## config.mk

```make
export PLATFORM = sky130hd
export DESIGN_NAME = commit_trace
export DESIGN_NICKNAME = d
export VERILOG_FILES = /design/src/commit_trace_pkg.sv /design/src/commit_rec_if.sv /design/src/commit_trace.sv /design/src/trace_ctrl_regs.sv /design/src/commit_record_stage.sv /design/src/shadow_rob.sv /design/src/insn_shadow_pipe.sv
export SDC_FILE = /design/constraint.sdc
export NUM_CORES = 2
export LEC_CHECK = 0
export BUFFER_PORTS_ARGS = -buffer_cell sky130_fd_sc_hd__buf_2
export CAP_MARGIN = 5
export CORE_UTILIZATION = 25
export CTS_CLUSTER_SIZE = 25
export DETAILED_ROUTE_END_ITERATION = 6
export PLACE_DENSITY_LB_ADDON = 0.3
export SYNTH_ARGS = -nofsm -noshare
export SYNTH_HDL_FRONTEND = slang
export SYNTH_SLANG_ARGS = --single-unit
```

## constraint.sdc

```tcl
create_clock -name clk -period 4.45 [get_ports clk]
set_input_delay 0.6675 -clock clk [delete_from_list [all_inputs] [get_ports clk]]
set_output_delay 0.6675 -clock clk [all_outputs]
set_load 0.01 [all_outputs]
```

## src/commit_trace_pkg.sv

```systemverilog
package commit_trace_pkg;

   // Field widths
   localparam int INSN_W = 32;
   localparam int PC_W   = 30;
   localparam int LRF_AW = 5;
   localparam int DATA_W = 32;
   localparam int CFG_AW = 2;

   // Raw instruction word as fetched
   typedef logic [INSN_W-1:0] insn_t;

   // Word-aligned PC, byte offset bits dropped
   typedef logic [PC_W-1:0] pc_t;

   // Logical register number
   typedef logic [LRF_AW-1:0] lrf_addr_t;

   // Register write data, also used for the exception vector
   typedef logic [DATA_W-1:0] data_t;

   // Configuration register index
   typedef logic [CFG_AW-1:0] cfg_addr_t;

   // Register map
   localparam cfg_addr_t REG_CTRL    = 2'd0;
   localparam cfg_addr_t REG_COMMITS = 2'd1;
   localparam cfg_addr_t REG_EXCPS   = 2'd2;

   // Trace enable position inside REG_CTRL
   localparam int CTRL_EN_BIT = 0;

endpackage
```

## src/commit_rec_if.sv

```systemverilog
interface commit_rec_if
#(
   parameter int P_COMMIT_WIDTH = 1,
   parameter int NUM_IRQ        = 8
);
   import commit_trace_pkg::*;

   localparam int CW = 1 << P_COMMIT_WIDTH;

   logic [CW-1:0]      valid;
   logic [CW-1:0]      reg_we;
   pc_t                pc     [CW];
   insn_t              insn   [CW];
   lrf_addr_t          waddr  [CW];
   data_t              wdata  [CW];
   // Exceptions only ever retire on lane 0
   logic               excp;
   data_t              excp_vect;
   logic [NUM_IRQ-1:0] irq_pending;

   modport src (
      output valid, reg_we, pc, insn, waddr, wdata, excp, excp_vect, irq_pending
   );

   modport mon (
      input valid, reg_we, pc, insn, waddr, wdata, excp, excp_vect, irq_pending
   );

endinterface

```

## src/commit_trace.sv

```systemverilog
module commit_trace
#(
   parameter int P_ISSUE_WIDTH  = 1,
   parameter int P_COMMIT_WIDTH = 1,
   parameter int P_ROB_DEPTH    = 3,
   parameter int NUM_IRQ        = 8
)
(
   input  logic clk,
   input  logic rst_n,
   // Decode side
   input  logic id_ce,
   input  logic rn_ce,
   input  logic [(1 << P_ISSUE_WIDTH)*commit_trace_pkg::INSN_W-1:0] id_insn,
   // ROB push
   input  logic [P_ISSUE_WIDTH:0] push_size,
   input  logic [(1 << P_ISSUE_WIDTH)*P_COMMIT_WIDTH-1:0] free_bank,
   input  logic [(1 << P_ISSUE_WIDTH)*P_ROB_DEPTH-1:0] free_id,
   // ROB heads
   input  logic [(1 << P_COMMIT_WIDTH)*P_COMMIT_WIDTH-1:0] head_bank,
   input  logic [(1 << P_COMMIT_WIDTH)*P_ROB_DEPTH-1:0] head_ptr,
   // Commit
   input  logic cmt_ce,
   input  logic [(1 << P_COMMIT_WIDTH)-1:0] cmt_fire,
   input  logic [(1 << P_COMMIT_WIDTH)*commit_trace_pkg::PC_W-1:0] cmt_pc,
   input  logic [(1 << P_COMMIT_WIDTH)*commit_trace_pkg::LRF_AW-1:0] cmt_waddr,
   input  logic [(1 << P_COMMIT_WIDTH)*commit_trace_pkg::DATA_W-1:0] cmt_wdata,
   input  logic [(1 << P_COMMIT_WIDTH)-1:0] cmt_reg_we,
   input  logic cmt_excp,
   input  commit_trace_pkg::data_t cmt_excp_vect,
   input  logic [NUM_IRQ-1:0] irq_pending,
   // Configuration port
   input  logic cfg_we,
   input  commit_trace_pkg::cfg_addr_t cfg_addr,
   input  commit_trace_pkg::data_t cfg_wdata,
   output commit_trace_pkg::data_t cfg_rdata,
   // Trace records
   output logic [(1 << P_COMMIT_WIDTH)-1:0] trace_valid,
   output logic [(1 << P_COMMIT_WIDTH)*commit_trace_pkg::PC_W-1:0] trace_pc,
   output logic [(1 << P_COMMIT_WIDTH)*commit_trace_pkg::INSN_W-1:0] trace_insn,
   output logic [(1 << P_COMMIT_WIDTH)-1:0] trace_reg_we,
   output logic [(1 << P_COMMIT_WIDTH)*commit_trace_pkg::LRF_AW-1:0] trace_waddr,
   output logic [(1 << P_COMMIT_WIDTH)*commit_trace_pkg::DATA_W-1:0] trace_wdata,
   output logic trace_excp,
   output commit_trace_pkg::data_t trace_excp_vect,
   output logic [NUM_IRQ-1:0] trace_irq_pending
);
   import commit_trace_pkg::*;

   localparam int IW = 1 << P_ISSUE_WIDTH;
   localparam int CW = 1 << P_COMMIT_WIDTH;

   insn_t                     id_insn_a    [IW];
   insn_t                     issue_insn   [IW];
   logic [P_COMMIT_WIDTH-1:0] free_bank_a  [IW];
   logic [P_ROB_DEPTH-1:0]    free_id_a    [IW];
   logic [P_COMMIT_WIDTH-1:0] head_bank_a  [CW];
   logic [P_ROB_DEPTH-1:0]    head_ptr_a   [CW];
   insn_t                     cmt_insn     [CW];
   pc_t                       cmt_pc_a     [CW];
   lrf_addr_t                 cmt_waddr_a  [CW];
   data_t                     cmt_wdata_a  [CW];
   logic                      trace_en;

   commit_rec_if #(.P_COMMIT_WIDTH(P_COMMIT_WIDTH), .NUM_IRQ(NUM_IRQ)) rec_if ();

   // Unpack issue lanes
   for (genvar i = 0; i < IW; i++)
   begin : g_issue_lane
      assign id_insn_a[i]   = id_insn[i*INSN_W +: INSN_W];
      assign free_bank_a[i] = free_bank[i*P_COMMIT_WIDTH +: P_COMMIT_WIDTH];
      assign free_id_a[i]   = free_id[i*P_ROB_DEPTH +: P_ROB_DEPTH];
   end

   // Unpack commit inputs, pack trace outputs
   for (genvar c = 0; c < CW; c++)
   begin : g_commit_lane
      assign head_bank_a[c] = head_bank[c*P_COMMIT_WIDTH +: P_COMMIT_WIDTH];
      assign head_ptr_a[c]  = head_ptr[c*P_ROB_DEPTH +: P_ROB_DEPTH];
      assign cmt_pc_a[c]    = cmt_pc[c*PC_W +: PC_W];
      assign cmt_waddr_a[c] = cmt_waddr[c*LRF_AW +: LRF_AW];
      assign cmt_wdata_a[c] = cmt_wdata[c*DATA_W +: DATA_W];

      assign trace_pc[c*PC_W +: PC_W]          = rec_if.pc[c];
      assign trace_insn[c*INSN_W +: INSN_W]    = rec_if.insn[c];
      assign trace_waddr[c*LRF_AW +: LRF_AW]   = rec_if.waddr[c];
      assign trace_wdata[c*DATA_W +: DATA_W]   = rec_if.wdata[c];
   end

   insn_shadow_pipe #(.P_ISSUE_WIDTH(P_ISSUE_WIDTH)) u_shadow_pipe (
      .clk        (clk),
      .id_ce      (id_ce),
      .rn_ce      (rn_ce),
      .id_insn    (id_insn_a),
      .issue_insn (issue_insn)
   );

   shadow_rob #(
      .P_ISSUE_WIDTH  (P_ISSUE_WIDTH),
      .P_COMMIT_WIDTH (P_COMMIT_WIDTH),
      .P_ROB_DEPTH    (P_ROB_DEPTH)
   ) u_shadow_rob (
      .clk        (clk),
      .issue_insn (issue_insn),
      .push_size  (push_size),
      .free_bank  (free_bank_a),
      .free_id    (free_id_a),
      .head_bank  (head_bank_a),
      .head_ptr   (head_ptr_a),
      .cmt_insn   (cmt_insn)
   );

   commit_record_stage #(.P_COMMIT_WIDTH(P_COMMIT_WIDTH), .NUM_IRQ(NUM_IRQ)) u_record (
      .clk            (clk),
      .rst_n          (rst_n),
      .cmt_ce         (cmt_ce),
      .cmt_fire       (cmt_fire),
      .cmt_pc         (cmt_pc_a),
      .cmt_insn       (cmt_insn),
      .cmt_waddr      (cmt_waddr_a),
      .cmt_wdata      (cmt_wdata_a),
      .cmt_reg_we     (cmt_reg_we),
      .cmt_excp       (cmt_excp),
      .cmt_excp_vect  (cmt_excp_vect),
      .irq_pending_in (irq_pending),
      .rec            (rec_if.src)
   );

   trace_ctrl_regs #(.P_COMMIT_WIDTH(P_COMMIT_WIDTH)) u_ctrl_regs (
      .clk       (clk),
      .rst_n     (rst_n),
      .cfg_we    (cfg_we),
      .cfg_addr  (cfg_addr),
      .cfg_wdata (cfg_wdata),
      .cfg_rdata (cfg_rdata),
      .rec       (rec_if.mon),
      .trace_en  (trace_en)
   );

   // Trace enable masks the lane qualifiers only
   assign trace_valid       = rec_if.valid & {CW{trace_en}};
   assign trace_reg_we      = rec_if.reg_we & {CW{trace_en}};
   assign trace_excp        = rec_if.excp;
   assign trace_excp_vect   = rec_if.excp_vect;
   assign trace_irq_pending = rec_if.irq_pending;

endmodule

```

## src/trace_ctrl_regs.sv

```systemverilog
module trace_ctrl_regs
#(
   parameter int P_COMMIT_WIDTH = 1
)
(
   input  logic                        clk,
   input  logic                        rst_n,
   input  logic                        cfg_we,
   input  commit_trace_pkg::cfg_addr_t cfg_addr,
   input  commit_trace_pkg::data_t     cfg_wdata,
   output commit_trace_pkg::data_t     cfg_rdata,
   commit_rec_if.mon                   rec,
   output logic                        trace_en
);
   import commit_trace_pkg::*;

   localparam int CW = 1 << P_COMMIT_WIDTH;

   logic [CW-1:0]         gated_valid;
   logic                  excp_hit;
   logic [P_COMMIT_WIDTH:0] n_commits;
   data_t                 cnt_commits;
   data_t                 cnt_excps;

   // Only records that reach the trace outputs are counted
   assign gated_valid = rec.valid & {CW{trace_en}};
   assign excp_hit    = rec.excp & gated_valid[0];

   always_comb
   begin
      n_commits = '0;
      for (int i = 0; i < CW; i++)
      begin
         n_commits = n_commits + gated_valid[i];
      end
   end

   always_ff @(posedge clk)
   begin
      if (!rst_n)
      begin
         trace_en    <= 1'b0;
         cnt_commits <= '0;
         cnt_excps   <= '0;
         cfg_rdata   <= '0;
      end
      else
      begin
         if (cfg_we && cfg_addr == REG_CTRL)
            trace_en <= cfg_wdata[CTRL_EN_BIT];

         // A write to a counter clears it
         if (cfg_we && cfg_addr == REG_COMMITS)
            cnt_commits <= '0;
         else
            cnt_commits <= cnt_commits + data_t'(n_commits);

         if (cfg_we && cfg_addr == REG_EXCPS)
            cnt_excps <= '0;
         else if (excp_hit)
            cnt_excps <= cnt_excps + data_t'(1);

         case (cfg_addr)
            REG_CTRL:    cfg_rdata <= data_t'(trace_en) << CTRL_EN_BIT;
            REG_COMMITS: cfg_rdata <= cnt_commits;
            REG_EXCPS:   cfg_rdata <= cnt_excps;
            default:     cfg_rdata <= '0;
         endcase
      end
   end

endmodule

```

## src/commit_record_stage.sv

```systemverilog
module commit_record_stage
#(
   parameter int P_COMMIT_WIDTH = 1,
   parameter int NUM_IRQ        = 8
)
(
   input  logic                          clk,
   input  logic                          rst_n,
   input  logic                          cmt_ce,
   input  logic [(1 << P_COMMIT_WIDTH)-1:0] cmt_fire,
   input  commit_trace_pkg::pc_t         cmt_pc     [(1 << P_COMMIT_WIDTH)],
   input  commit_trace_pkg::insn_t       cmt_insn   [(1 << P_COMMIT_WIDTH)],
   input  commit_trace_pkg::lrf_addr_t   cmt_waddr  [(1 << P_COMMIT_WIDTH)],
   input  commit_trace_pkg::data_t       cmt_wdata  [(1 << P_COMMIT_WIDTH)],
   input  logic [(1 << P_COMMIT_WIDTH)-1:0] cmt_reg_we,
   input  logic                          cmt_excp,
   input  commit_trace_pkg::data_t       cmt_excp_vect,
   input  logic [NUM_IRQ-1:0]            irq_pending_in,
   commit_rec_if.src                     rec
);

   // Pending interrupts as the commit stage saw them
   logic [NUM_IRQ-1:0] irq_s1;

   always_ff @(posedge clk)
   begin
      if (cmt_ce)
      begin
         irq_s1 <= irq_pending_in;
      end
   end

   // Lane qualifiers
   always_ff @(posedge clk)
   begin
      if (!rst_n)
      begin
         rec.valid  <= '0;
         rec.reg_we <= '0;
      end
      else
      begin
         rec.valid  <= cmt_fire;
         rec.reg_we <= cmt_reg_we;
      end
   end

   // Record payload
   always_ff @(posedge clk)
   begin
      rec.pc          <= cmt_pc;
      rec.insn        <= cmt_insn;
      rec.waddr       <= cmt_waddr;
      rec.wdata       <= cmt_wdata;
      rec.excp        <= cmt_excp;
      rec.excp_vect   <= cmt_excp_vect;
      rec.irq_pending <= irq_s1;
   end

endmodule

```

## src/shadow_rob.sv

```systemverilog
module shadow_rob
#(
   parameter int P_ISSUE_WIDTH  = 1,
   parameter int P_COMMIT_WIDTH = 1,
   parameter int P_ROB_DEPTH    = 3
)
(
   input  logic                          clk,
   input  commit_trace_pkg::insn_t       issue_insn [(1 << P_ISSUE_WIDTH)],
   input  logic [P_ISSUE_WIDTH:0]        push_size,
   input  logic [P_COMMIT_WIDTH-1:0]     free_bank  [(1 << P_ISSUE_WIDTH)],
   input  logic [P_ROB_DEPTH-1:0]        free_id    [(1 << P_ISSUE_WIDTH)],
   input  logic [P_COMMIT_WIDTH-1:0]     head_bank  [(1 << P_COMMIT_WIDTH)],
   input  logic [P_ROB_DEPTH-1:0]        head_ptr   [(1 << P_COMMIT_WIDTH)],
   output commit_trace_pkg::insn_t       cmt_insn   [(1 << P_COMMIT_WIDTH)]
);
   import commit_trace_pkg::*;

   localparam int IW        = 1 << P_ISSUE_WIDTH;
   localparam int CW        = 1 << P_COMMIT_WIDTH;
   localparam int ROB_DEPTH = 1 << P_ROB_DEPTH;

   // One bank per commit lane, indexed the same way as the core's ROB
   insn_t rob_mem [CW][ROB_DEPTH];

   logic [IW-1:0] push_en;

   // Lanes below push_size carry a valid instruction
   for (genvar i = 0; i < IW; i++)
   begin : g_push_en
      assign push_en[i] = (push_size > (P_ISSUE_WIDTH + 1)'(i));
   end

   // The core never hands two lanes the same bank and slot
   always_ff @(posedge clk)
   begin
      for (int i = 0; i < IW; i++)
      begin
         if (push_en[i])
         begin
            rob_mem[free_bank[i]][free_id[i]] <= issue_insn[i];
         end
      end
   end

   // Head read per commit lane, through the lane's own bank pointer
   for (genvar c = 0; c < CW; c++)
   begin : g_head_read
      assign cmt_insn[c] = rob_mem[head_bank[c]][head_ptr[head_bank[c]]];
   end

endmodule

```

## src/insn_shadow_pipe.sv

```systemverilog
module insn_shadow_pipe
#(
   parameter int P_ISSUE_WIDTH = 1
)
(
   input  logic                    clk,
   input  logic                    id_ce,
   input  logic                    rn_ce,
   input  commit_trace_pkg::insn_t id_insn    [(1 << P_ISSUE_WIDTH)],
   output commit_trace_pkg::insn_t issue_insn [(1 << P_ISSUE_WIDTH)]
);
   import commit_trace_pkg::*;

   localparam int IW = 1 << P_ISSUE_WIDTH;

   // Copy of the group sitting in rename
   insn_t rn_insn [IW];

   // Decode to rename, follows the core's ID enable
   always_ff @(posedge clk)
   begin
      for (int i = 0; i < IW; i++)
      begin
         if (id_ce)
         begin
            rn_insn[i] <= id_insn[i];
         end
      end
   end

   // Rename to issue, lines up with the ROB push
   always_ff @(posedge clk)
   begin
      for (int i = 0; i < IW; i++)
      begin
         if (rn_ce)
         begin
            issue_insn[i] <= rn_insn[i];
         end
      end
   end

endmodule

```

==> impl_metrics.env <==
export IMPL_status="completed"
export IMPL_synth_warnings=0
export IMPL_slew_headroom=0.226
export IMPL_rows=150
export IMPL_hold_viol=0
export IMPL_cts_root_buf="clkbuf_16"
export IMPL_synth_edf_count=648
export IMPL_clock_path_buffers=3
export IMPL_required_ns=5.09
export IMPL_dp_hpwl_um=96200
export IMPL_max_stage_delay_ns=0.66
export IMPL_grt_overflow=0
export IMPL_drtAntennaViolNets=0
export IMPL_path_buf_inv=0
export IMPL_ctsHtreeMaxLevel=3
export IMPL_design_area_um2=53300
export IMPL_place_area_um2=48100
export IMPL_rsz0062_at_grt="false"
export IMPL_track_usage=0.174
export IMPL_hp_class="primary input to flip-flop"
export IMPL_nets=3917
export IMPL_critPathMaxFanout=14
export IMPL_netlist_area_um2=42200
export IMPL_post_cts_resized=0
export IMPL_grt_pass1_wl_um=211000
export IMPL_final_cell_mix="648 x edfxtp_1, 538 x buf_2, 531 x mux2_2"
export IMPL_irDropWorstVdd_mv=0.319
export IMPL_final_setup_tns_ns=0
export IMPL_synth_cells=2947
export IMPL_post_cts_setup_buffer_count=0
export IMPL_num_vias=28100
export IMPL_finClkSkew_ns=0.0658
export IMPL_maxSlewViolCount=0
export IMPL_clock_sinks=988
export IMPL_setup_worst_path_class="flip-flop to flip-flop"
export IMPL_clk_pin_slew_worst_paths_ns=0.06
export IMPL_cp_slowest_cell="or4_1"
export IMPL_ys_seq_elements=988
export IMPL_crit_path_start_kind="flip-flop"
export IMPL_clkLatencyLatePin_ns=0.77
export IMPL_initial_utilization=0.252
export IMPL_drt_initial_drc_count=2222
export IMPL_setup_violations=0
export IMPL_area_delta_synth_final_pct=26.2
export IMPL_max_freq_mhz=338
export IMPL_cp_arrival_ns=3.60
export IMPL_wl_met2_um=72000
export IMPL_synthesis_nets=3251
export IMPL_path_cells="and2_1 -> fa_1 -> ha_1 -> and2_1 -> nand4_1 -> or4_1 -> a21oi_1"
export IMPL_critPathTopFamily="simple AND/OR/NAND/NOR gates"
export IMPL_syn_area_per_cell_um2=14.3
export IMPL_highest_layer="met5"
export IMPL_grt_max_degree=65
export IMPL_grt_pass1_vias=28500
export IMPL_seq_area_frac_synth=0.622
export IMPL_viasPerCell=4.74
export IMPL_place_congestion=0.808
export IMPL_final_common_cell="edfxtp_1"
export IMPL_post_drt_wl_per_cell_um=25.8
export IMPL_portBuffers=544
export IMPL_grt_antenna_before_repair=32
export IMPL_tritoncts="built"
export IMPL_met1Wirelength_um=63200
export IMPL_cp_common_cell="and2_1"
export IMPL_ys_async_sr_fraction=0
export IMPL_end_kind="flip-flop"
export IMPL_maxCapViolCount=0
export IMPL_min_period_ns=2.96
export IMPL_core_um2=167000
export IMPL_ys_types=49
export IMPL_met3WireLength_um=11500
export IMPL_hold_slack_ns=0.0677
export IMPL_num_io_pins=576
export IMPL_cts_hold_buf=151
export IMPL_wirelength_um=153000
export IMPL_min_period_over_period=0.665
export IMPL_drc=0
export IMPL_multiInputGateArea_um2=15300
export IMPL_layout_drive_gt1_share=0.377
export IMPL_numCtsBuffers=113
export IMPL_regArea_um2=26300
export IMPL_die_x_um=413
export IMPL_p_total_uw=22000
export IMPL_worstMarginPinSlew_ns=1.16
export IMPL_p_leak_uw=0.0200
export IMPL_die_h_um=413
export IMPL_power_density_nw_per_um2=412
export IMPL_fill_cells=16700
export IMPL_synthFlopType="edfxtp_1"
export IMPL_die_area_um2=171000
export IMPL_dr_pass1_iters=5
-- through the flow --
step,setup WS [ns],instances,utilization
floorplan,0.496,2947,-
global placement,0.748,5551,0.287
detailed placement,0.737,5551,0.287
CTS,1.45,5916,0.318
global route,1.26,5918,0.318
finish,1.49,5922,0.319
-- synthesized netlist by cell type (24+ instances only) --
cell type  count  area [um2]
o31ai_1       24         180
o22ai_1      102         638
clkbuf_1     182         683
dfxtp_1      340        6810
nor2_1        77         289
mux2i_1      480        4800
nor2b_1       36         225
a211oi_1      24         180
nand2_1      101         379
a2111oi_0     29         254
a21oi_1       40         200
buf_2         44         220
edfxtp_1     648       19500
or4_1         24         180
a22oi_1       31         233
and3_1        37         231
mux2_2       533        6000
-- layout make-up --
cell class              count  area share
clock buffers             166      0.0616
diodes                      6    0.000282
multi-input cells        1710       0.288
inverters                  11    0.000774
flip-flops and latches    988       0.493
clock inverters            48     0.00812
well taps                2204      0.0517
repair buffers            789      0.0972
-- cell families (layout without fill, tap and decap cells) --
| logic type | count (synthesis) | count (layout) | share of synthesized area |
|---|---|---|---|
| fa+ha+maj | 3 | 3 | 0.00107 |
| xor+xnor | 20 | 20 | 0.00415 |
| buf+inv | 249 | 1014 | 0.0238 |
| compound gates | 279 | 279 | 0.0443 |
| other cells | 0 | 6 | 0 |
| mux | 1013 | 1013 | 0.256 |
| flops | 988 | 988 | 0.622 |
| simple gates | 395 | 395 | 0.0491 |
-- sequential cells by signal, indices dropped and copies added (netlist names) --
signal,cells
u_shadow_rob.rob_mem,512
u_record.rec.insn,64
u_record.rec.wdata,64
u_shadow_pipe.issue_insn,64
u_shadow_pipe.rn_insn,64
u_record.rec.pc,60
u_ctrl_regs.cfg_rdata,32
u_ctrl_regs.cnt_commits,32
u_ctrl_regs.cnt_excps,32
u_record.rec.excp_vect,32
u_record.rec.waddr,10
u_record.irq_s1,8
u_record.rec.irq_pending,8
u_record.rec.reg_we,2
u_record.rec.valid,2
u_ctrl_regs.trace_en,1
u_record.rec.excp,1
-- power by group --
part	switching, uW	total (uW)	internal [uW]
registers	341	10600	10200
logic	1130	2040	912
clock network	4040	9340	5300
total	5510	22000	16500
-- layer usage --
layer	up-vias	track usage
met1	14000	0.216
met5	-	0
li1	12600	-
met2	1125	0.287
met3	337	0.0470
met4	46	0.0668
-- path summary, 6_finish.rpt --
check	start	to	slack (ns)	cells after the start
max	u_ctrl_regs.trace_en	u_ctrl_regs.cnt_commits[18]	1.49	7
min reg2reg	u_record.irq_s1[3]	u_record.rec.irq_pending[3]	0.33	0
min	cmt_wdata[30]	u_record.rec.wdata[62]	0.07	1
max reg2reg	u_ctrl_regs.trace_en	u_ctrl_regs.cnt_commits[18]	1.49	7
Power figures use the tool's default switching activity.
